<file path="src/design/fb_pkg.sv">
// shared geometry, bank names and request structs for the triple-buffered frame store
package fb_pkg;

    // frame geometry
    localparam int frame_w  = 16;
    localparam int frame_h  = 16;
    localparam int frame_px = frame_w * frame_h;

    localparam int pixel_w  = 16;
    localparam int coord_w  = 8;
    localparam int addr_w   = $clog2(frame_px);

    // column bits of an address, frame_w is a power of two
    localparam int col_bits = $clog2(frame_w);

    // last legal coordinates
    localparam logic [coord_w-1:0] x_last = coord_w'(frame_w - 1);
    localparam logic [coord_w-1:0] y_last = coord_w'(frame_h - 1);

    // buffer names, code 2'd3 never appears
    typedef enum logic [1:0] {
        bank0 = 2'd0,
        bank1 = 2'd1,
        bank2 = 2'd2
    } bank_e;

    // writer to memory
    typedef struct packed {
        bank_e               bank;
        logic [addr_w-1:0]   addr;
        logic [pixel_w-1:0]  data;
    } wr_req_t;

    // scanner to memory
    typedef struct packed {
        bank_e               bank;
        logic [addr_w-1:0]   addr;
    } rd_req_t;

    // description of one output pixel
    typedef struct packed {
        logic [coord_w-1:0]  x;
        logic [coord_w-1:0]  y;
        logic                frame_start;
        logic                line_start;
    } scan_info_t;

    // raster address, row times frame_w plus column
    function automatic logic [addr_w-1:0] pixel_addr(
        input logic [coord_w-1:0] x,
        input logic [coord_w-1:0] y
    );
        logic [addr_w-1:0] row;
        logic [addr_w-1:0] col;
        row = addr_w'(y) << col_bits;
        col = addr_w'(x);
        return row + col;
    endfunction

endpackage

</file>
<file path="src/design/buffer_rotator.sv">
// role registers of the three frame buffers, rotated by the swap pulse
`timescale 1ns/1ps

module buffer_rotator (
    input  logic          clk,
    input  logic          rst_n,
    input  logic          buffer_swap,
    output fb_pkg::bank_e write_bank,
    output fb_pkg::bank_e display_bank
);

    fb_pkg::bank_e ready_bank;

    // ready -> display, write -> ready, display -> write
    always_ff @(posedge clk or negedge rst_n) begin
        if (!rst_n) begin
            display_bank <= fb_pkg::bank0;
            write_bank   <= fb_pkg::bank1;
            ready_bank   <= fb_pkg::bank2;
        end else if (buffer_swap) begin
            display_bank <= ready_bank;
            ready_bank   <= write_bank;
            write_bank   <= display_bank;
        end
    end

    // roles form a permutation of the three legal banks
    a_roles_distinct: assert property (
        @(posedge clk) disable iff (!rst_n)
        write_bank != ready_bank
        && write_bank != display_bank
        && ready_bank != display_bank
        && write_bank != 2'd3
        && ready_bank != 2'd3
        && display_bank != 2'd3
    ) else $error("buffer roles overlap or illegal: w=%0d r=%0d d=%0d",
                  write_bank, ready_bank, display_bank);

endmodule

</file>
<file path="config.mk">
export PLATFORM = sky130hd
export DESIGN_NAME = buffer_rotator
export DESIGN_NICKNAME = d
export VERILOG_FILES = /design/src/design/fb_pkg.sv /design/src/design/buffer_rotator.sv
export SDC_FILE = /design/constraint.sdc
export NUM_CORES = 1
export LEC_CHECK = 0
export BUFFER_PORTS_ARGS = -buffer_cell sky130_fd_sc_hd__buf_2
export CAP_MARGIN = 20
export CORE_AREA = 2 2 39 41
export CTS_BUF_LIST = sky130_fd_sc_hd__clkbuf_4
export DETAILED_ROUTE_END_ITERATION = 8
export DIE_AREA = 0 0 41 43
export SYNTH_ARGS = -nofsm -noshare
export SYNTH_HDL_FRONTEND = slang
export SYNTH_SLANG_ARGS = --single-unit
</file>
<file path="constraint.sdc">
create_clock -name clk -period 0.8 [get_ports clk]
set_clock_uncertainty 0.2 [all_clocks]
set_input_delay 0 -clock clk [delete_from_list [all_inputs] [get_ports clk]]
set_output_delay 0 -clock clk [all_outputs]
set_load 0.005 [all_outputs]
</file>
After elaboration in Yosys (flattened, before gate mapping)

Cells that the tools add are included.

$add $sub $neg: 0
Multipliers: 0
Div/mod/pow operators: 0
Order comparisons: 0
Equal/unequal tests: 0
Shifts and indexed selects: 0
Mux-type cells: 0
Bitwise logic cells: 0
Reductions and logical operators: 0

Register bits after elaboration: 6
Bits in latches: 0
Memory bits (writable): 0
ROM bits: 0
Logic and storage cells: 3
Memories: 0

Depth between registers and ports, before layout

Word-level depth: 0
Gate-level depth with buffers: 2
Depth with buffers taken out: 1

Worst setup path after synthesis

OpenSTA, ideal clock, no wires.

Path type: register -> register
From: register, netlist name display_bank[0]
To: register display_bank[0]
Library setup time: 0.125 ns
Arrival: 0.638 ns
Path slack: -0.163 ns
Cell stages (with the launch flop): 2
Period minus slack after synthesis: 0.963 ns
Cells stage by stage: dfrtp_1 -> mux2_4

RTL lines:

| element              | line                 | source |
|---|---|---|
| end signal, assigned | buffer_rotator.sv:17 | `display_bank <= fb_pkg::bank0;` |
| end signal, assigned | buffer_rotator.sv:21 | `display_bank <= ready_bank;` |
| end, declared        | buffer_rotator.sv:9  | `output fb_pkg::bank_e display_bank` |

Worst setup path after layout

From: register write_bank[0]
To: output port write_bank[0]

RTL lines:

| element                | line                 | source |
|---|---|---|
| start, declared        | buffer_rotator.sv:8  | `output fb_pkg::bank_e write_bank,` |
| start signal, assigned | buffer_rotator.sv:18 | `write_bank <= fb_pkg::bank1;` |
| start signal, assigned | buffer_rotator.sv:23 | `write_bank <= display_bank;` |

No word-level cell between the ends.

==> flow_metrics.env <==
export IMPL_cts_made_buffers=3
export IMPL_fin_cells=40
export IMPL_wl_met2_um=255
export IMPL_fillers=153
export IMPL_drt_wl_total_um=455
export IMPL_place_gp_congestion=0.553
export IMPL_path_buf_inv=1
export IMPL_max_freq_mhz=933
export IMPL_synth_common_cells="mux2_4, dfrtp_1, dfstp_2, buf_6"
export IMPL_antenna_found_initial=0
export IMPL_cts_sinks=6
export IMPL_yosysWarningCount=0
export IMPL_netlist_area_um2=254
export IMPL_wl_met1_um=183
export IMPL_syn2layout_area_growth_pct=39.4
export IMPL_synth_top_cell_area_share_pct=39.4
export IMPL_fin_crit_sh_pct=134
export IMPL_gr_usage_all_layers_pct=6.88
export IMPL_rows=14
export IMPL_clock_path_buffers=2
export IMPL_nets=29
export IMPL_fin_ws_ps=-272
export IMPL_path_delay_family="flip-flops"
export IMPL_critPathKind="flop to output pin"
export IMPL_h_tree_depth=1
export IMPL_power_w=0.000605
export IMPL_worst_pin_slew_ps=192
export IMPL_clk_pin_slew_worst_paths_ps=50
export IMPL_drt_first_pass_iters=2
export IMPL_avgSynthCellArea_um2=19.5
export IMPL_finalHoldWorstSlack_ps=-88.3
export IMPL_wl_per_cell_um=11.4
export IMPL_power_density_nw_per_um2=1710
export IMPL_drive_above_1_share_pct=79.2
export IMPL_p_leak_nw=0.184
export IMPL_post_route_min_period_ps=1070
export IMPL_max_cap_violations=0
export IMPL_async_reset_ff_share_pct=100
export IMPL_clockRootBuffer="clkbuf_4"
export IMPL_grt_max_degree=7
export IMPL_grt_pass1_wl_um=724
export IMPL_synth_edff_count=0
export IMPL_seq_area_frac_synth_pct=60.1
export IMPL_top_layer="met3"
export IMPL_synth_nets=16
export IMPL_insertion_delay_ps=240
export IMPL_initial_utilization_pct=18.4
export IMPL_drc_errors=0
export IMPL_vdd_drop_max_mv=0.435
export IMPL_cts_hold_fix_buffers=1
export IMPL_rsz0062_at_grt="yes"
export IMPL_yosys_top_cells_area="dfrtp_1, mux2_4, dfstp_2"
export IMPL_cts_tree="done"
export IMPL_dp_cells=35
export IMPL_route_antenna_remaining_nets=0
export IMPL_cp_end_kind="output pin"
export IMPL_start_kind="flop"
export IMPL_boundaryPins=7
export IMPL_yosysTopAreaCell="dfrtp_1"
export IMPL_violations="negative hold slack, negative setup slack"
export IMPL_outcome="finished, violations left"
export IMPL_synth_cells=13
export IMPL_viasPerCell=3.45
export IMPL_core_area_um2=1380
export IMPL_rrSetupSlack_ps=-220
export IMPL_vias=138
export IMPL_ys_ff_latch=6
export IMPL_relSlewSlack_pct=87.2
export IMPL_grt_overflow=0
export IMPL_setup_tns_ps=-1970
export IMPL_port_buffers=6
export IMPL_wl_met3_um=16
export IMPL_ys_flop_type="dfrtp_1"
export IMPL_cp_arrival_ps=870
export IMPL_synth_cell_types=4
export IMPL_setup_viol=10
export IMPL_grt_pass1_vias=156
export IMPL_path_cells="buf_2"
export IMPL_cp_data_required_time_ps=600
export IMPL_synth_most_common_cell="mux2_4"
export IMPL_cp_max_fo=2
export IMPL_timing_final_hold_violations=10
export IMPL_die_h_um=43
export IMPL_drt_iter0_drc=3
export IMPL_utilization_pct=25.6
export IMPL_die_w_um=41
export IMPL_crit_path_top_delay_cell="dfstp_2"
export IMPL_die_area_um2=1760
export IMPL_hp_class="input port to asynchronous set/reset pin"
export IMPL_finalMaxSlewViolations=0
export IMPL_diodes=0
export IMPL_max_stage_delay_ps=530
-- what timing repair did --
item / CTS / global route
gates resized for setup: 2 / 1
setup buffers: 1 / 0
gates cloned: 0 / 0
endpoints found under the setup margin: 10 / 10
endpoints found under the hold margin: 12 / 10
-- metrics by stage --
stage / instance area [µm²] / setup slack [ps] / hold WS, ps
floorplan: 254 / -163 / -496
global placement: 300 / -163 / -379
detailed placement: 300 / -176 / -369
CTS: 350 / -276 / -78.8
global route: 354 / -321 / -92.6
finish: 354 / -272 / -88.3
-- cell families after synthesis --
group | after synthesis | synth area share (%)
mux | 6 | 35.5
flops | 6 | 60.1
buf+inv | 1 | 4.43
-- sequential cells by signal, summed over array words and instances, names as in the netlist --
name          count
display_bank      2
ready_bank        2
write_bank        2
-- area by class of cell --
cell class	count	area (µm²)	share of cell area [%]
sequential	6	153	43.1
multi-input combinational	6	90.1	25.4
tap	16	20.0	5.65
timing repair buffer	9	68.8	19.4
clock buffer	3	22.5	6.36
-- routing by layer --
layer / global-route usage, % / up-vias
li1: - / 66
met1: 8.22 / 69
met2: 8.75 / 3
met3: 3.14 / 0
met4: 6.00 / 0
met5: 0 / -
-- placed cells by master, fill, tap and decap left out, drive strengths merged --
master       Yosys  layout
dfstp            2       2
clkbuf           0       3
mux2             6       6
dfrtp            4       4
dlygate4sd3      0       1
buf              1       8
-- final timing paths --
check	startpoint	to	cells past startpoint
setup / recovery	write_bank[0]	write_bank[0]	1
hold / removal	rst_n	display_bank[0]	2
setup reg to reg	write_bank[0]	ready_bank[0]	2
hold reg to reg	ready_bank[0]	display_bank[0]	1
max in group asynchronous	rst_n	write_bank[0]	2
min in group clk	buffer_swap	ready_bank[0]	2
-- where the power goes --
part	switching (W)	leakage (nW)	internal, W
combinational	0.0000138	0.0941	0.0000118
clock	0.000106	0.0138	0.000170
sequential	0	0.0765	0.000305
Power figures use the tool's default switching activity.
