### src/design/fb_pkg.sv
// shared geometry, bank names and request structs for the triple-buffered frame store
package fb_pkg;

    // frame geometry
    localparam int frame_w  = 16;
    localparam int frame_h  = 16;
    localparam int frame_px = frame_w * frame_h;

    localparam int pixel_w  = 16;
    localparam int coord_w  = 8;
    localparam int addr_w   = $clog2(frame_px);

    // column bits of an address, frame_w is a power of two
    localparam int col_bits = $clog2(frame_w);

    // last legal coordinates
    localparam logic [coord_w-1:0] x_last = coord_w'(frame_w - 1);
    localparam logic [coord_w-1:0] y_last = coord_w'(frame_h - 1);

    // buffer names, code 2'd3 never appears
    typedef enum logic [1:0] {
        bank0 = 2'd0,
        bank1 = 2'd1,
        bank2 = 2'd2
    } bank_e;

    // writer to memory
    typedef struct packed {
        bank_e               bank;
        logic [addr_w-1:0]   addr;
        logic [pixel_w-1:0]  data;
    } wr_req_t;

    // scanner to memory
    typedef struct packed {
        bank_e               bank;
        logic [addr_w-1:0]   addr;
    } rd_req_t;

    // description of one output pixel
    typedef struct packed {
        logic [coord_w-1:0]  x;
        logic [coord_w-1:0]  y;
        logic                frame_start;
        logic                line_start;
    } scan_info_t;

    // raster address, row times frame_w plus column
    function automatic logic [addr_w-1:0] pixel_addr(
        input logic [coord_w-1:0] x,
        input logic [coord_w-1:0] y
    );
        logic [addr_w-1:0] row;
        logic [addr_w-1:0] col;
        row = addr_w'(y) << col_bits;
        col = addr_w'(x);
        return row + col;
    endfunction

endpackage

### src/design/pixel_writer.sv
// range check of pixel writes and registered bank write requests for the frame memory
`timescale 1ns/1ps

module pixel_writer (
    input  logic                       clk,
    input  logic                       rst_n,
    input  logic                       wr_en,
    input  logic [fb_pkg::coord_w-1:0] wr_x,
    input  logic [fb_pkg::coord_w-1:0] wr_y,
    input  logic [fb_pkg::pixel_w-1:0] pixel_in,
    input  fb_pkg::bank_e              write_bank,
    output logic                       wr_strobe,
    output fb_pkg::wr_req_t            wr_req
);

    logic                      in_range;
    logic                      accept;
    logic [fb_pkg::addr_w-1:0] wr_addr;

    // out-of-frame writes are dropped here and nowhere else
    assign in_range = (wr_x <= fb_pkg::x_last) && (wr_y <= fb_pkg::y_last);
    assign accept   = wr_en && in_range;
    assign wr_addr  = fb_pkg::pixel_addr(wr_x, wr_y);

    always_ff @(posedge clk or negedge rst_n) begin
        if (!rst_n) begin
            wr_strobe <= 1'b0;
        end else begin
            wr_strobe <= accept;
        end
    end

    // bank is latched with the pixel so a later swap cannot redirect it
    always_ff @(posedge clk) begin
        if (accept) begin
            wr_req.bank <= write_bank;
            wr_req.addr <= wr_addr;
            wr_req.data <= pixel_in;
        end
    end

    // row and column of every issued address give back the in-frame write one cycle earlier
    a_req_in_frame: assert property (
        @(posedge clk) disable iff (!rst_n)
        wr_strobe |-> ($past(wr_en)
                       && int'(wr_req.addr) / fb_pkg::frame_w == int'($past(wr_y))
                       && int'(wr_req.addr) % fb_pkg::frame_w == int'($past(wr_x)))
    ) else $error("write request outside the frame, addr %0d", wr_req.addr);

endmodule

### config.mk
export PLATFORM = sky130hd
export DESIGN_NAME = pixel_writer
export DESIGN_NICKNAME = d
export VERILOG_FILES = /design/src/design/fb_pkg.sv /design/src/design/pixel_writer.sv
export SDC_FILE = /design/constraint.sdc
export NUM_CORES = 1
export LEC_CHECK = 0
export ABC_AREA = 1
export BUFFER_PORTS_ARGS = -buffer_cell sky130_fd_sc_hd__buf_2
export CORE_MARGIN = 2
export CORE_UTILIZATION = 40
export DETAILED_ROUTE_END_ITERATION = 6
export HOLD_SLACK_MARGIN = 0.1
export PLACE_DENSITY = 0.76
export SYNTH_ARGS = -nofsm -noshare
export SYNTH_HDL_FRONTEND = slang
export SYNTH_SLANG_ARGS = --single-unit
### constraint.sdc
create_clock -name clk -period 0.8 [get_ports clk]
set_input_delay 0.16 -clock clk [delete_from_list [all_inputs] [get_ports clk]]
set_output_delay 0.16 -clock clk [all_outputs]
set_load 0.1 [all_outputs]
==> results.rst, run 1 <==
.. list-table::
   :header-rows: 1

   * - Metric
     - Value
   * - Clock Sinks
     - 27
   * - Area leader, netlist
     - sky130_fd_sc_hd__edfxtp_1
   * - Flops & latches, synth
     - 27
   * - Cell variety after synth
     - 10
   * - Y dimension of the die
     - 52.9 µm
   * - Largest net degree at the start of global routing
     - 28
   * - Category of the worst endpoint
     - primary output
   * - Number of buffers created by CTS
     - 3
   * - Cell chosen for the clock root
     - sky130_fd_sc_hd__clkbuf_4
   * - Seq/Total Area, Yosys
     - 0.843
   * - Final estimated routing congestion in global placement
     - 0.613
   * - Cell Count Post-Placement
     - 147
   * - Worst endpoint from the post-global-route timing repair
     - wr_req[15]
   * - Initial cell density of the core
     - 0.428
   * - Number of warnings issued by yosys
     - 0
   * - Stopping stage
     - global routing (5_1_grt)
   * - Netlist Area Pre-Place
     - 956 µm²
   * - Port Buffers
     - 63
   * - Fraction of post-synthesis cell area in the top cell type by area
     - 0.817
   * - Syn_nets
     - 94
   * - Number of ports placed on the die boundary
     - 64
   * - Number of H-tree branching levels
     - 1
   * - Antenna violations before repair
     - 0
   * - Width of the die
     - 52.9 µm
   * - First error in the log
     - [ERROR DPL-0033] detailed placement checks failed during check placement.
   * - Mean Syn Cell Area
     - 18.0 µm²
   * - Top cells by area, synth
     - sky130_fd_sc_hd__edfxtp_1, sky130_fd_sc_hd__ha_1, sky130_fd_sc_hd__nand2_1
   * - Placement row count
     - 17
   * - Total half-perimeter wirelength after legalization and detailed placement
     - around 2100 µm
   * - Max clock buf depth
     - 2
   * - Instance count of the mapped netlist
     - 53
   * - Outcome
     - aborted with a tool error
-- metrics by stage --
step           utilization  TNS (ns)  setup WS [ns]  area, µm²
2_1_floorplan            -    -17.26         -0.371       1010
3_3_place_gp         0.808     -9.27         -0.382       1810
3_5_place_dp         0.808     -9.95         -0.411       1810
4_1_cts              0.938     -8.22         -0.324       2090
-- cell usage after synthesis, drive strengths merged --
master	instances
nand3	2
inv	3
dfrtp	1
nor2	6
edfxtp	26
fa	1
xor2	1
ha	3
or2	1
nand2	9
-- repair_timing --
action | 4_1_cts
setup endpoints to repair | 30
pin swaps | 6
hold buffers | 23
resized for setup | 6
endpoints found under the hold margin | 23
buffers inserted | 1
-- cell families after synthesis --
| logic type | Yosys count | share of synthesized area |
|---|---|---|
| xor+xnor | 1 | 0.00916 |
| fa+ha+maj | 4 | 0.0602 |
| buf+inv | 3 | 0.0118 |
| flops | 27 | 0.843 |
| simple gates | 18 | 0.0759 |
==> run 2: changes to the inputs <==
--- a/config.mk
+++ b/config.mk
@@ -8,10 +8,9 @@
 export ABC_AREA = 1
 export BUFFER_PORTS_ARGS = -buffer_cell sky130_fd_sc_hd__buf_2
 export CORE_MARGIN = 2
-export CORE_UTILIZATION = 40
+export CORE_UTILIZATION = 25
 export DETAILED_ROUTE_END_ITERATION = 6
-export HOLD_SLACK_MARGIN = 0.1
-export PLACE_DENSITY = 0.76
+export PLACE_DENSITY_LB_ADDON = 0.15
 export SYNTH_ARGS = -nofsm -noshare
 export SYNTH_HDL_FRONTEND = slang
 export SYNTH_SLANG_ARGS = --single-unit
==> run 2 against run 1 <==
  * The flow now finishes, with violations (negative setup slack)
  * Synthesized cell count unchanged
  * Area after synthesis is the same
==> results.rst, run 2 <==
.. list-table::
   :header-rows: 1

   * - Metric
     - Value
   * - Number of ports placed on the die boundary
     - 64 (unchanged)
   * - Share of power burned in combinational logic
     - 0.109
   * - Finished Layout Cells
     - 178
   * - Worst hold path depth
     - 1
   * - Ratio of cells with drive above 1 in the final layout
     - 0.677
   * - Mean Syn Cell Area
     - 18.0 µm² (unchanged)
   * - Met2 track utilization from global routing
     - 0.215
   * - Top cells by area, synth
     - sky130_fd_sc_hd__edfxtp_1, sky130_fd_sc_hd__ha_1, sky130_fd_sc_hd__nand2_1 (unchanged)
   * - Crit path max-delay cell type
     - sky130_fd_sc_hd__edfxtp_1
   * - Crit path kind
     - register to output port
   * - Leftover overflow at the end of global routing
     - 0
   * - Syn_nets
     - 94 (unchanged)
   * - Initial cell density of the core
     - 0.261 (was 0.428)
   * - Cell variety after synth
     - 10 (unchanged)
   * - Final estimated routing congestion in global placement
     - 0.692 (was 0.613)
   * - Max-slew violation count
     - 0
   * - Final setup vio count
     - 41
   * - Width of the die
     - 65.8 µm (was 52.9 µm)
   * - Seq/Total Area, Yosys
     - 0.843 (unchanged)
   * - Post-synthesis share of cell area spent on xor and xnor gates
     - 0.00916 (unchanged)
   * - Cell chosen for the clock root
     - sky130_fd_sc_hd__clkbuf_8 (was sky130_fd_sc_hd__clkbuf_4)
   * - Gr usage total
     - 0.114
   * - Net total in the final layout
     - 172
   * - Total power per unit cell area
     - 1260 nW/µm²
   * - CP peak stage delay
     - 0.43 ns
   * - Area growth from synthesis to layout
     - 116%
   * - Hold/Removal Path Class
     - input port to register
   * - Wire per inst
     - approximately 13 µm
   * - Max-slew headroom
     - 0.901
   * - Commonest non-fill, non-tap cell in the layout
     - sky130_fd_sc_hd__buf_12
   * - Multiplexer share of the synthesized area
     - 0 (unchanged)
   * - Max-capacitance violation count
     - 0
   * - Chain of cells forming the critical path
     - buf_12
   * - Antenna violations before repair
     - 0
   * - Final clock period utilization by the worst path
     - 1.32
   * - Internal power summed over all cells
     - 2.07 mW
   * - Nature of the critical path endpoint
     - output port
   * - Register share of total power
     - 0.600
   * - Prevailing post-synth register cell
     - sky130_fd_sc_hd__edfxtp_1 (unchanged)
   * - Flops & latches, synth
     - 27 (unchanged)
   * - Post-DRT Antenna Nets
     - 0
   * - Number of H-tree branching levels
     - 1 (unchanged)
   * - Largest net degree at the start of global routing
     - 16
   * - Worst-path clk slew
     - 0.09 ns
   * - Pin slew with the least headroom to its limit
     - 0.148 ns
   * - Clk network pwr share
     - 0.291
   * - Standard cell core area
     - 3660 µm²
   * - Switching power share of the total
     - 0.202
   * - Most used standard cell by instance count after synthesis
     - sky130_fd_sc_hd__edfxtp_1 (unchanged)
   * - Average vias per placed instance
     - between 4 and 5
   * - Worst Hold Endpoint
     - wr_req[4]$_DFFE_PP_
   * - Complex-gate fraction of the synthesized area
     - 0 (unchanged)
   * - Post-synthesis simple-gate area fraction
     - 0.0759 (unchanged)
   * - Net switching power of the design
     - 0.524 mW
   * - Final Routed Wirelength
     - approximately 2200 µm
   * - Most used routing layer
     - met2
   * - Via count of the first global-routing pass
     - 804
   * - Data required time at the worst endpoint
     - 0.64 ns
   * - Final hold vios
     - 0
   * - Highest achievable clock rate
     - 949 MHz
   * - Met1 global-route usage
     - 0.121
   * - Clock tree from TritonCTS
     - done
   * - Shortest clock period the worst path allows after layout
     - around 1.1 ns
   * - Number of flip-flops under the largest register name
     - 26
   * - Share of flip-flops with an asynchronous set or reset
     - 0.0370 (unchanged)
   * - Cell area after layout
     - 2070 µm²
   * - Wire length of the first global-routing pass
     - roughly 3600 µm
   * - Total half-perimeter wirelength after legalization and detailed placement
     - 1570 µm (was 2090 µm)
   * - Die area
     - around 4300 µm²
   * - Family with the most delay on the worst path
     - flip-flops
   * - Y dimension of the die
     - 65.8 µm (was 52.9 µm)
   * - Largest reg by FF count
     - wr_req
   * - Outcome
     - complete, but fails checks (was aborted with a tool error)
   * - Netlist Area Pre-Place
     - 956 µm² (unchanged)
   * - DRC violation total after the first TritonRoute iteration
     - 7
   * - Maximum fanout count along the critical path
     - 1
   * - Setup slack of the critical path after layout
     - -0.254 ns
   * - Vias after detailed routing
     - just over 700
   * - Area after detailed placement
     - 1820 µm² (was 1810 µm²)
   * - CP Data Arrival Time
     - about 0.9 ns
   * - Placement row count
     - 22 (was 17)
   * - Port Buffers
     - 63 (unchanged)
   * - Met3 Usage GRT
     - 0.0204
   * - Most frequent cells in the layout
     - sky130_fd_sc_hd__buf_12, sky130_fd_sc_hd__buf_2, sky130_fd_sc_hd__edfxtp_1
   * - Worst setup SP type
     - register
   * - Biggest regs
     - wr_req x26, wr_strobe x1
   * - Adder and majority cell fraction of the synthesized area
     - 0.0602 (unchanged)
   * - Violated checks
     - negative setup slack
   * - Number of synthesized flops with an enable pin
     - 26 (unchanged)
   * - Hold Crit Start
     - pixel_in[4]
   * - Ant. Diodes
     - 0
   * - Maximum vdd ir drop
     - 0.000678 V
   * - Dominant combinational cell family by area after synthesis
     - simple AND/OR/NAND/NOR gates (unchanged)
   * - Max clock buf depth
     - 2 (unchanged)
   * - Pre-Repair DR Iteration Count
     - 2
   * - Number of warnings issued by yosys
     - 0 (unchanged)
   * - Cell Count Post-Placement
     - 166 (was 147)
   * - Clock Sinks
     - 27 (unchanged)
   * - Power consumption
     - approximately 2.6 mW
   * - Most common library cells after synthesis
     - sky130_fd_sc_hd__edfxtp_1, sky130_fd_sc_hd__nand2_1, sky130_fd_sc_hd__nor2_1 (unchanged)
   * - Unrepaired setup endpoints after global routing
     - true
   * - Fraction of post-synthesis cell area in the top cell type by area
     - 0.817 (unchanged)
   * - Number of buffers created by CTS
     - 3 (unchanged)
   * - DRC viols
     - 0
   * - Instance count of the mapped netlist
     - 53 (unchanged)
   * - Leakage power
     - between 0.8 and 0.9 nW
   * - CP Buf/Inv Count
     - 1
   * - Area leader, netlist
     - sky130_fd_sc_hd__edfxtp_1 (unchanged)
   * - Post-route core utilization
     - 0.565
[run 2: cell families after synthesis]
logic type,after synthesis
flops,27
simple gates,18
fa+ha+maj,4
xor+xnor,1
buf+inv,3
[run 2: per-stage QoR]
stage	hold slack (ns)	TNS, ns	setup slack (ns)
final	0.0605	-7.40	-0.254
after global routing	0.0475	-9.30	-0.292
after CTS	0.0576	-8.44	-0.260
after detailed placement	-0.0639	-9.80	-0.401
after global placement	-0.0634	-10.08	-0.386
after floorplan	-0.136	-17.26	-0.371
[run 2: metal layers]
| metal | up-vias | share of wire |
|---|---|---|
| li1 | 340 | - |
| met1 | 338 | 0.33 |
| met2 | 37 | 0.57 |
| met3 | 2 | 0.082 |
| met4 | 0 | 0.012 |
| met5 | - | 0 |
[run 2: repair_timing]
item,in CTS,in global routing
hold buffers,1,0
setup buffers,7,1
pin swaps,7,6
gates cloned,1,0
gates resized for setup,21,7
endpoints found under the setup margin,56,57
endpoints found under the hold margin,1,0
[run 2: worst max path at each step]
stage                         startpoint  cells after the start                   end  slack, ns
global placement                 wr_x[4]                      4  wr_req[22]$_DFFE_PP_      -0.39
global route         wr_req[2]$_DFFE_PP_                      1             wr_req[2]      -0.29
detailed placement               wr_x[4]                      4  wr_req[22]$_DFFE_PP_      -0.40
floorplan                        wr_x[7]                      3   wr_req[0]$_DFFE_PP_      -0.37
finish               wr_req[2]$_DFFE_PP_                      1             wr_req[2]      -0.25
CTS                 wr_req[14]$_DFFE_PP_                      1            wr_req[14]      -0.26
[run 2: power by group through the flow]
stage	Clock (mW)	Combinational, mW	Sequential [mW]
3_5_place_dp	0	0.226	1.59
6_report	0.754	0.284	1.56
4_1_cts	0.769	0.275	1.56
5_1_grt	0.832	0.318	1.56
2_1_floorplan	0	0.0701	1.61
3_3_place_gp	0	0.217	1.59
[run 2: final cells by class]
| cell class | instances | area, µm² |
|---|---|---|
| Timing Repair Buffer | 73 | 923 |
| Fill cell | 280 | 1590 |
| Sequential cell | 27 | 807 |
| Clock buffer | 3 | 41.3 |
| Inverter | 3 | 11.3 |
| Clock inverter | 1 | 5.00 |
| Tap cell | 48 | 60.1 |
| Multi-Input combinational cell | 23 | 219 |
Note: power is estimated with default switching activity, not from simulation.
