===== config.mk =====
export PLATFORM = sky130hd
export DESIGN_NAME = raster_scanner
export DESIGN_NICKNAME = d
export VERILOG_FILES = /design/src/design/fb_pkg.sv /design/src/design/raster_scanner.sv
export SDC_FILE = /design/constraint.sdc
export NUM_CORES = 1
export LEC_CHECK = 0
export CAP_MARGIN = 20
export CORE_MARGIN = 5
export CORE_UTILIZATION = 57
export DETAILED_ROUTE_END_ITERATION = 12
export DONT_BUFFER_PORTS = 1
export PLACE_DENSITY = 0.76
export SYNTH_ARGS = -nofsm -noshare
export SYNTH_HDL_FRONTEND = slang
export SYNTH_SLANG_ARGS = --single-unit

===== constraint.sdc =====
create_clock -name clk -period 2.9 [get_ports clk]
set_input_delay 0.29 -clock clk [delete_from_list [all_inputs] [get_ports clk]]
set_output_delay 0.29 -clock clk [all_outputs]
set_load 0.005 [all_outputs]

===== src/design/fb_pkg.sv =====
// shared geometry, bank names and request structs for the triple-buffered frame store
package fb_pkg;

    // frame geometry
    localparam int frame_w  = 16;
    localparam int frame_h  = 16;
    localparam int frame_px = frame_w * frame_h;

    localparam int pixel_w  = 16;
    localparam int coord_w  = 8;
    localparam int addr_w   = $clog2(frame_px);

    // column bits of an address, frame_w is a power of two
    localparam int col_bits = $clog2(frame_w);

    // last legal coordinates
    localparam logic [coord_w-1:0] x_last = coord_w'(frame_w - 1);
    localparam logic [coord_w-1:0] y_last = coord_w'(frame_h - 1);

    // buffer names, code 2'd3 never appears
    typedef enum logic [1:0] {
        bank0 = 2'd0,
        bank1 = 2'd1,
        bank2 = 2'd2
    } bank_e;

    // writer to memory
    typedef struct packed {
        bank_e               bank;
        logic [addr_w-1:0]   addr;
        logic [pixel_w-1:0]  data;
    } wr_req_t;

    // scanner to memory
    typedef struct packed {
        bank_e               bank;
        logic [addr_w-1:0]   addr;
    } rd_req_t;

    // description of one output pixel
    typedef struct packed {
        logic [coord_w-1:0]  x;
        logic [coord_w-1:0]  y;
        logic                frame_start;
        logic                line_start;
    } scan_info_t;

    // raster address, row times frame_w plus column
    function automatic logic [addr_w-1:0] pixel_addr(
        input logic [coord_w-1:0] x,
        input logic [coord_w-1:0] y
    );
        logic [addr_w-1:0] row;
        logic [addr_w-1:0] col;
        row = addr_w'(y) << col_bits;
        col = addr_w'(x);
        return row + col;
    endfunction

endpackage


===== src/design/raster_scanner.sv =====
// scan-out side: raster coordinates, bank read requests and per-pixel scan flags
`timescale 1ns/1ps

module raster_scanner (
    input  logic               clk,
    input  logic               rst_n,
    input  logic               rd_en,
    input  logic               buffer_swap,
    input  fb_pkg::bank_e      display_bank,
    output logic               rd_strobe,
    output fb_pkg::rd_req_t    rd_req,
    output logic               pixel_valid,
    output fb_pkg::scan_info_t scan_info
);

    logic [fb_pkg::coord_w-1:0] x;
    logic [fb_pkg::coord_w-1:0] y;
    logic                       x_end;
    logic                       y_end;

    // registered description of the pixel in flight
    logic [fb_pkg::coord_w-1:0] x_q;
    logic [fb_pkg::coord_w-1:0] y_q;
    logic                       frame_start_q;
    logic                       line_start_q;

    assign x_end = (x == fb_pkg::x_last);
    assign y_end = (y == fb_pkg::y_last);

    // a read coinciding with a swap is dropped
    assign rd_strobe = rd_en && !buffer_swap;

    always_comb begin
        rd_req.bank = display_bank;
        rd_req.addr = fb_pkg::pixel_addr(x, y);
    end

    // swap restarts the frame and wins over rd_en
    always_ff @(posedge clk or negedge rst_n) begin
        if (!rst_n) begin
            x <= '0;
            y <= '0;
        end else if (buffer_swap) begin
            x <= '0;
            y <= '0;
        end else if (rd_en) begin
            if (x_end) begin
                x <= '0;
                y <= y_end ? '0 : y + 1'b1;
            end else begin
                x <= x + 1'b1;
            end
        end
    end

    // flags are single-cycle pulses aligned with the returning data
    always_ff @(posedge clk or negedge rst_n) begin
        if (!rst_n) begin
            pixel_valid   <= 1'b0;
            frame_start_q <= 1'b0;
            line_start_q  <= 1'b0;
        end else begin
            pixel_valid   <= rd_strobe;
            frame_start_q <= rd_strobe && (x == '0) && (y == '0);
            line_start_q  <= rd_strobe && (x == '0);
        end
    end

    always_ff @(posedge clk) begin
        if (rd_strobe) begin
            x_q <= x;
            y_q <= y;
        end
    end

    always_comb begin
        scan_info.x           = x_q;
        scan_info.y           = y_q;
        scan_info.frame_start = frame_start_q;
        scan_info.line_start  = line_start_q;
    end

    // counters never leave the frame
    a_scan_in_frame: assert property (
        @(posedge clk) disable iff (!rst_n)
        (x <= fb_pkg::x_last) && (y <= fb_pkg::y_last)
    ) else $error("scan position out of frame (%0d,%0d)", x, y);

endmodule


### Word-level counts from Yosys, hierarchy flattened

Index checks and enable logic that the tools add are counted.

* equality and inequality tests: 2
* add/sub/neg operators: 3
* muxes and demuxes: 7
* reductions and logical operators: 9

Operator list (number)
* $mux W8: 7
* $add A8 B1 Y8 const B: 2
* $eq A8 B4 Y1 const B: 2
* $logic_not A8 Y1: 2
* $add A8 B8 Y8: 1
* $reduce_bool A2 Y1: 2
* $logic_and A1 B1 Y1: 3
* $reduce_and A2 Y1: 1
* $logic_not A1 Y1: 1

* input port bits: 6
* logic and storage cells: 28
* register bits after elaboration: 35

### Logic depth before layout (Yosys ltp)

Gate-level depths: netlist of the first run.

* word-level depth: 5
* depth in mapped cells: 5
* depth with buffers taken out: 5

### Worst setup path before layout of the first run

Ideal clock, no wire load.

* path type: in2reg
* from: input rd_en
* to: register frame_start_q
* slack: 1.007 ns
* data required time: 2.831 ns
* arrival: 1.825 ns
* buffers on the path: 1
* stages: 5
* cells stage by stage: clkbuf_8 -> nor2b_1 -> nand3b_1 -> nor3_1 -> and4_1

* word-level cells in the longest chain between the ends: 3

RTL lines
* from (decl): RTL line raster_scanner.sv:7 `input logic rd_en,`
* $logic_and A1 B1 Y1: RTL line raster_scanner.sv:31 `assign rd_strobe = rd_en && !buffer_swap;`
* via rd_strobe: RTL line raster_scanner.sv:10 `output logic rd_strobe,`
* $logic_and A1 B1 Y1 (2 in a row): RTL line raster_scanner.sv:64 `frame_start_q <= rd_strobe && (x == '0) && (y == '0);`
* to (signal assigned): RTL line raster_scanner.sv:64
* to (decl): RTL line raster_scanner.sv:24 `logic frame_start_q;`

The timed path passes the listed nets, and every way through them passes these cells.
A chain may end at the register's enable or synchronous reset.

==> results.yml, run 1 <==
run_status:
  status: "finished, final reports clean"
yosys:
  synthDistinctLibCells: 35
  ys_warn_count: 0
  syn-cell-area_sq_um: 1700
  synth-edff-count: 16
  synth.top_cell.area_share_pct: 28.3
  synth-main-ff-cell: "dfrtp_1"
  synth-seq-cells: 35
  postSynthCellCount: 140
  syn-num-nets: 154
  async_flop_share_pct: 54.3
  synth_area_leaders: "edfxtp_1 (28%), dfrtp_1 (28%), ha_1 (5.2%)"
  syn_avg_cell_area_sq_um: 12.1
  synth_largest_area_cell: "edfxtp_1"
  seq_area_frac_synth_pct: 56.2
route:
  drc: 0
  ant_nets: 0
  wl_per_cell_microns: 18.0
  dr.pass1.iters: 4
  wirelength_microns: 3090
  viasPerCell: 6.19
  vias: 1065
  drtIter0Drc: 89
setup_path:
  cp_max_fo: 8
  path_class: "reg2out"
  slowest_stage: "dfrtp_1"
  crit_chain: "ha_1 -> a21o_1 -> a21oi_1 -> xnor2_1"
  reg2reg_from: "x[1]"
  critPathArrivalTime_ns: 1.71
  worst_setup_path_start_kind: "flop"
  startpoint: "x[5]"
  crit_path_end_kind: "output port"
  cpPeakStageDelay_ns: 0.58
  cp.required_ns: 2.61
clock_network:
  cts_tree: "built"
  cts_setup_buffers: 0
  htreeDepth: 2
  cts.sink_count: 35
  clock_latency_ns: 0.33
  cts_hold_buf: 2
  clock_path_buffers: 2
  cts_buffers: 5
  cts-root-buf: "clkbuf_4"
  clk_pin_slew_worst_paths_ns: 0.10
  post_cts_resized: 0
timing:
  fin_skew_ns: 0.0107
  hold_violations: 0
  fmax_mhz: 500
  maxSlewHeadroom_pct: 43.1
  rsz0062_at_grt: "false"
  tightest_slew_ns: 0.851
  fin_tns_setup_ns: 0
  holdWs_ns: 0.0145
  setup_violations: 0
  fin_crit_ns: 2.00
  slew_violations: 0
  period_share_pct: 68.9
floorplan:
  initial_core_util_pct: 60.6
  die_w_microns: 64.6
  die-height_microns: 64.6
  ios: 36
  fp-row-count: 19
  coreArea_sq_um: 2810
  dieArea_sq_um: 4180
grt:
  grt_first_pass_wirelength_microns: 5080
  grt_pass1_vias: 1062
  antenna_found_initial: 0
  grt_usage_pct: 15.8
  grt.overflow.total: 0
  grt_max_degree: 23
final_layout:
  drive_gt1_share_pct: 8.51
  area_growth_pct: 2.21
  diodes: 0
  nets: 154
placed_design:
  gp_congestion: 0.922
  hpwl_microns: 2030
  port_buffers: 0
pwr:
  irDropWorstVdd_mv: 0.251
  power.density_nw_per_um2: 464
  fin_total_pwr_mw: 0.806
  power_leakage_nw: 0.742
min_path:
  holdCritStartpoint: "buffer_swap"
  holdCritPathClass: "in2reg"
job:
  max_cap_viol_count: 0
sequential cells by signal, summed over array words and instances (netlist names):
signal,flops
frame_start_q,1
line_start_q,1
pixel_valid,1
x,8
x_q,8
y,8
y_q,8
report_power, final:
part           switching (mW)  leakage (nW)  internal (mW)
clock network           0.150        0.0297         0.0910
registers             0.00873         0.430          0.528
logic                  0.0184         0.282         0.0107
worst max-delay path, delay by kind of cell, from the launching register on:
kind / cells / cell delay (ns)
AOI/OAI and AO/OA: 2 / 0.33
xor gates and xnor gates: 1 / 0.16
DFF: 1 / 0.58
adders and majority gates: 1 / 0.31
cell usage in the layout (no fill, tap or decap), types with 5 or more instances in the layout:
cell type	instances
inv_1	5
nand3_1	6
dfrtp_1	19
a21oi_1	7
nor2_1	14
edfxtp_1	16
ha_1	7
xor2_1	7
nand2_1	9
clkbuf_4	5
area by class of cell:
cell class,count,area [sq um]
Inverter,5,18.8
Sequential cell,35,956
Multi-Input combinational cell,88,627
Tap cell,31,38.8
Clock buffer,6,41.3
Fill cell,226,1070
Clock inverter,2,8.76
Timing Repair Buffer,5,47.5
path summary, 6_finish.rpt:
| path | end | slack, ns | cells after the start |
|---|---|---|---|
| setup / recovery | rd_req[7] | 0.90 | 4 |
| hold / removal | x[4] | 0.01 | 1 |
| setup reg to reg | y[4] | 1.02 | 5 |
| hold reg to reg | y_q[7] | 0.54 | 0 |
| max in group asynchronous | x[7] | 1.87 | 1 |
| min in group asynchronous | line_start_q | 0.50 | 1 |
synthesized netlist by cell type (2+ instances only):
cell type  instances
and4_1             2
buf_4              8
nand4_1            4
o21ai_0            3
and3_1             2
nor4_4             2
buf_6              2
xnor2_1            2
nand2_1            9
nor2_1            14
mux2i_1            2
inv_1              5
dfrtp_1           19
nand3_1            6
ha_1               7
o2111ai_1          4
edfxtp_1          16
nor3_1             4
a21oi_1            7
xor2_1             7
layer usage:
layer | up-vias | global-route usage [%] | part of all wire (%)
met3 | 12 | 5.87 | 6.1
met4 | 0 | 6.07 | 3.3
met5 | - | 0 | 0
li1 | 505 | - | -
met1 | 503 | 18.8 | 41
met2 | 45 | 26.2 | 50
kinds of logic (layout without fill, tap and decap cells):
kind of cell	after synthesis	after routing	synth area share [%]
adder cells (fa/ha/maj)	8	8	6.33
flip-flops	35	35	56.2
buffers and inverters	17	18	7.06
multiplexers	2	2	1.18
XOR/XNOR	9	9	4.64
AND/OR/NAND/NOR	50	50	17.1
AO/OA/AOI/OAI	19	19	7.51
stage by stage:
stage | util, % | setup slack [ns] | cell area [sq um] | std cells
finish | 62.0 | 0.901 | 1740 | 172
detailed placement | 58.7 | 1.07 | 1650 | 160
global placement | 58.7 | 1.12 | 1650 | 160
floorplan | - | 1.01 | 1700 | 140
global route | 62.0 | 0.817 | 1740 | 172
CTS | 61.2 | 0.892 | 1720 | 170
No activity file was read; power rests on OpenSTA's default activity.
==> inputs of run 2 (changes only) <==
==> constraint.sdc (replaced) <==
create_clock -name clk -period 1.9 [get_ports clk]
set_input_delay 0.19 -clock clk [delete_from_list [all_inputs] [get_ports clk]]
set_output_delay 0.19 -clock clk [all_outputs]
set_load 0.005 [all_outputs]
==> results.yml, run 2 (synthesis gave the netlist of run 1 again) <==
run_status:
  status: "finished, final reports clean"
timing:
  hold_violations: 0
  fmax_mhz: 542
  maxSlewHeadroom_pct: 40.3
  holdWs_ns: 0.0226
  rsz0062_at_grt: "true"
  fin_skew_ns: 0.00858
  period_share_pct: 97.1
  tightest_slew_ns: 0.893
  setup_violations: 0
  slew_violations: 0
  fin_crit_ns: 1.84
route:
  vias: 1127
  wl_per_cell_microns: 17.8
  dr.pass1.iters: 4
  wirelength_microns: 3220
  ant_nets: 0
  viasPerCell: 6.23
  drc: 0
  drtIter0Drc: 69
final_layout:
  stdcell_area_sq_um: 1870
  postLayoutCoreUtil_pct: 66.5
  diodes: 0
  drive_gt1_share_pct: 20.0
  final_common_cell: "dfrtp_1"
  stdcell_count: 181
  final_cell_mix: "dfrtp_1 (17), edfxtp_1 (16), nor2_1 (14)"
  area_growth_pct: 9.79
  nets: 163
  num-fill-cells: 215
setup_path:
  cp_max_fo: 5
  r2r_cells: 5
  reg2reg_from: "x[5]"
  crit_path_end_kind: "output port"
  crit_buf_inv: 1
  slowest_stage: "dfrtp_2"
  path_class: "reg2out"
  worst_setup_path_start_kind: "flop"
  cpLargestDelayFamily: "adder cells"
  regToRegEndpoint: "y[7]"
  cpPeakStageDelay_ns: 0.41
  cp.required_ns: 1.71
  r2r_slack_ns: 0.10
  cp.depth: 4
  critPathArrivalTime_ns: 1.65
  crit_chain: "buf_4 -> ha_1 -> fa_2 -> xor2_2"
pwr:
  power.density_nw_per_um2: 758
  irDropWorstVdd_mv: 0.375
  power_leakage_nw: 0.812
clock_network:
  htreeDepth: 2
  cts-root-buf: "clkbuf_4"
  cts_tree: "built"
  clk_pin_slew_worst_paths_ns: 0.10
  clock_path_buffers: 2
  cts_buffers: 5
  cts.sink_count: 35
  clock_latency_ns: 0.33
placed_design:
  hpwl_microns: 2230
  placed_cells: 168
  gp_congestion: 0.797
  port_buffers: 0
  placed_area_sq_um: 1710
min_path:
  holdCritPathClass: "in2reg"
  hold_path_end: "x[1]"
  hold-path-cell-count: 2
  holdCritStartpoint: "rd_en"
floorplan:
  initial_core_util_pct: 60.6
  die_w_microns: 64.6
  fp-row-count: 19
  coreArea_sq_um: 2810
  ios: 36
  die-height_microns: 64.6
  dieArea_sq_um: 4180
grt:
  grt_usage_pct: 17.1
  grt.overflow.total: 0
  grt_first_pass_wirelength_microns: 5510
  grt_pass1_vias: 1140
  grt_max_degree: 20
  antenna_found_initial: 0
job:
  max_cap_viol_count: 0
## run 2: cell count changes in the layout (fill, tap and decap cells not counted), sizes merged
cell | before | now
clkinv | 2 | 1
buf | 1 | 11
bufinv | 0 | 1
dlygate4sd3 | 4 | 3
## run 2: repair_timing
item / CTS / global route
hold buffers: 3 / 0
pin swaps: 1 / 2
resized for setup: 2 / 5
hold endpoints to repair: 33 / 0
endpoints found under the setup margin: 2 / 2
buffers inserted: 2 / 0
## run 2: power breakdown
part           internal [mW]  leakage [nW]  switching [mW]
logic                 0.0192         0.337          0.0381
registers              0.806         0.427         0.00752
clock network          0.311        0.0482           0.233
total                   1.14         0.812           0.279
## run 2: worst max-delay path by stage
stage                     start       endpoint  slack [ns]
final                      x[4]      rd_req[6]        0.06
after global routing       x[5]      rd_req[7]      -0.009
after CTS                  x[5]      rd_req[7]        0.02
after detailed placement   x[7]           y[7]        0.13
after global placement     x[7]           y[7]        0.25
after floorplan           rd_en  frame_start_q        0.11
## run 2: per-layer routing
metal	wire length, microns	vias up	track usage (%)
li1	-	520	-
met1	1390	580	20.0
met2	1650	22	29.8
met3	128	5	4.84
met4	47	0	7.12
met5	0	-	0
## run 2: final cells by class
class	instances	area (sq um)	share of cell area, %
inverter	5	18.8	1.01
clock inverter	2	35.0	1.88
sequential	35	958	51.3
tap	31	38.8	2.08
timing repair buffer	14	116	6.23
clock buffer	6	51.3	2.75
multi-input combinational	88	648	34.7
## run 2: worst reg2reg max path: cells and delay by family, from the launching register on
kind,cells,cell delay [ns]
simple gates,2,0.83
flops,1,0.41
compound gates,1,0.16
buf+inv,1,0.16
mux,1,0.14
## run 2: through the flow
step / TNS (ns) / worst slack (ns) / total power [mW]
2_1_floorplan: 0 / 0.107 / 0.877
3_3_place_gp: 0 / 0.251 / 0.867
3_5_place_dp: 0 / 0.128 / 0.870
4_1_cts: 0 / 0.0167 / 1.43
5_1_grt: -0.00866 / -0.00866 / 1.49
6_report: 0 / 0.0555 / 1.41
==> inputs of run 3 (changes only) <==
==> constraint.sdc (replaced) <==
create_clock -name clk -period 2 [get_ports clk]
set_input_delay 0.2 -clock clk [delete_from_list [all_inputs] [get_ports clk]]
set_output_delay 0.2 -clock clk [all_outputs]
set_load 0.005 [all_outputs]
==> results.yml, run 3 (synthesis gave the netlist of run 1 again) <==
setup_path:
  cp_max_fo: 9
  path_class: "reg2out"
  reg2reg_from: "x[5]"
  cp.required_ns: 1.80
  cpLargestDelayFamily: "adder cells"
  slowest_stage: "dfrtp_1"
  cp.depth: 3
  crit_chain: "ha_1 -> fa_1 -> xor2_1"
  worst_setup_path_start_kind: "flop"
  cpPeakStageDelay_ns: 0.52
  crit_path_end_kind: "output port"
  startpoint: "x[4]"
  crit_buf_inv: 0
  regToRegEndpoint: "y[4]"
  r2r_cells: 5
  cp-endpoint: "rd_req[6]"
  r2r_slack_ns: 0.24
  critPathArrivalTime_ns: 1.68
final_layout:
  final_common_cell: "dfrtp_1"
  ff_latch_area_sq_um: 956
  diodes: 0
  area_growth_pct: 6.40
  postLayoutCoreUtil_pct: 64.5
  num-fill-cells: 212
  drive_gt1_share_pct: 13.7
  multi_input_area_sq_um: 627
  nets: 159
  final_cell_mix: "dfrtp_1 (19), edfxtp_1 (16), nor2_1 (14)"
  stdcell_area_sq_um: 1810
timing:
  rsz0062_at_grt: "false"
  hold_violations: 0
  setup_violations: 0
  slew_violations: 0
  fin_skew_ns: 0.00346
  fin_crit_ns: 1.88
  holdWs_ns: 0.0301
  tightest_slew_ns: 0.915
  maxSlewHeadroom_pct: 38.8
  period_share_pct: 94.0
  timing.final.ws_setup_ns: 0.121
  fmax_mhz: 532
  fin_tns_setup_ns: 0
clock_network:
  post_cts_resized: 0
  cts_buffers: 5
  cts-root-buf: "clkbuf_4"
  htreeDepth: 2
  clock_path_buffers: 2
  cts.sink_count: 35
  clk_pin_slew_worst_paths_ns: 0.10
  cts_tree: "built"
  clock_latency_ns: 0.33
route:
  ant_nets: 0
  dr.pass1.iters: 4
  wl_per_cell_microns: 18.2
  drtIter0Drc: 58
  vias: 1081
  drc: 0
  viasPerCell: 6.11
  wirelength_microns: 3230
pwr:
  power.density_nw_per_um2: 744
  irDropWorstVdd_mv: 0.370
  power_leakage_nw: 0.787
floorplan:
  initial_core_util_pct: 60.6
  die-height_microns: 64.6
  coreArea_sq_um: 2810
  fp-row-count: 19
  dieArea_sq_um: 4180
  die_w_microns: 64.6
  ios: 36
placed_design:
  port_buffers: 0
  gp_congestion: 0.805
  dp_slack_ns: 0.265
  hpwl_microns: 2170
  placed_area_sq_um: 1690
job:
  max_cap_viol_count: 0
grt:
  grt_usage_pct: 16.9
  grt_pass1_vias: 1041
  antenna_found_initial: 0
  grt_max_degree: 20
  grt.overflow.total: 0
  grt_first_pass_wirelength_microns: 5430
run_status:
  status: "finished, final reports clean"
min_path:
  holdCritPathClass: "in2reg"
[run 3: cell count changes in the layout (fill, tap and decap cells not counted), sizes merged]
cell | previous run | this run
buf | 11 | 7
[run 3: worst min-delay path by stage]
stage | from | endpoint | slack, ns | cells past startpoint
final | rd_en | x[0] | 0.03 | 2
after global routing | rd_en | x[0] | 0.01 | 2
after CTS | rd_en | x[0] | 0.02 | 2
after detailed placement | rst_n | x[2] | -0.09 | 0
after global placement | rst_n | x[1] | -0.09 | 0
after floorplan | rst_n | frame_start_q | -0.1 | 0
[run 3: final cells by class]
| cell class | count | area share (%) |
|---|---|---|
| inverters | 5 | 1.04 |
| multi-input cells | 88 | 34.6 |
| flip-flops and latches | 35 | 52.8 |
| repair buffers | 10 | 4.56 |
| clock inverters | 2 | 1.94 |
| clock buffers | 6 | 2.84 |
| well taps | 31 | 2.14 |
[run 3: routing by layer]
| layer | part of all wire [%] | global-route usage (%) |
|---|---|---|
| met5 | 0 | 0 |
| met4 | 1.4 | 5.54 |
| met3 | 5.1 | 5.53 |
| met2 | 49 | 27.1 |
| met1 | 44 | 21.8 |
[run 3: power by group]
| group | internal [mW] | total [mW] | switching [mW] |
|---|---|---|---|
| registers | 0.765 | 0.772 | 0.00676 |
| clock network | 0.295 | 0.520 | 0.225 |
| logic | 0.0179 | 0.0537 | 0.0358 |
[run 3: timing repair]
item / 4_1_cts / 5_1_grt
endpoints found under the setup margin: 0 / 1
hold buffers: 3 / 0
setup buffers: 0 / 1
endpoints found under the hold margin: 33 / 0
[run 3: stage by stage]
| step | power, mW | std cells |
|---|---|---|
| final | 1.35 | 177 |
| after global routing | 1.41 | 177 |
| after CTS | 1.36 | 176 |
| after detailed placement | 0.825 | 165 |
| after global placement | 0.824 | 165 |
| after floorplan | 0.833 | 140 |
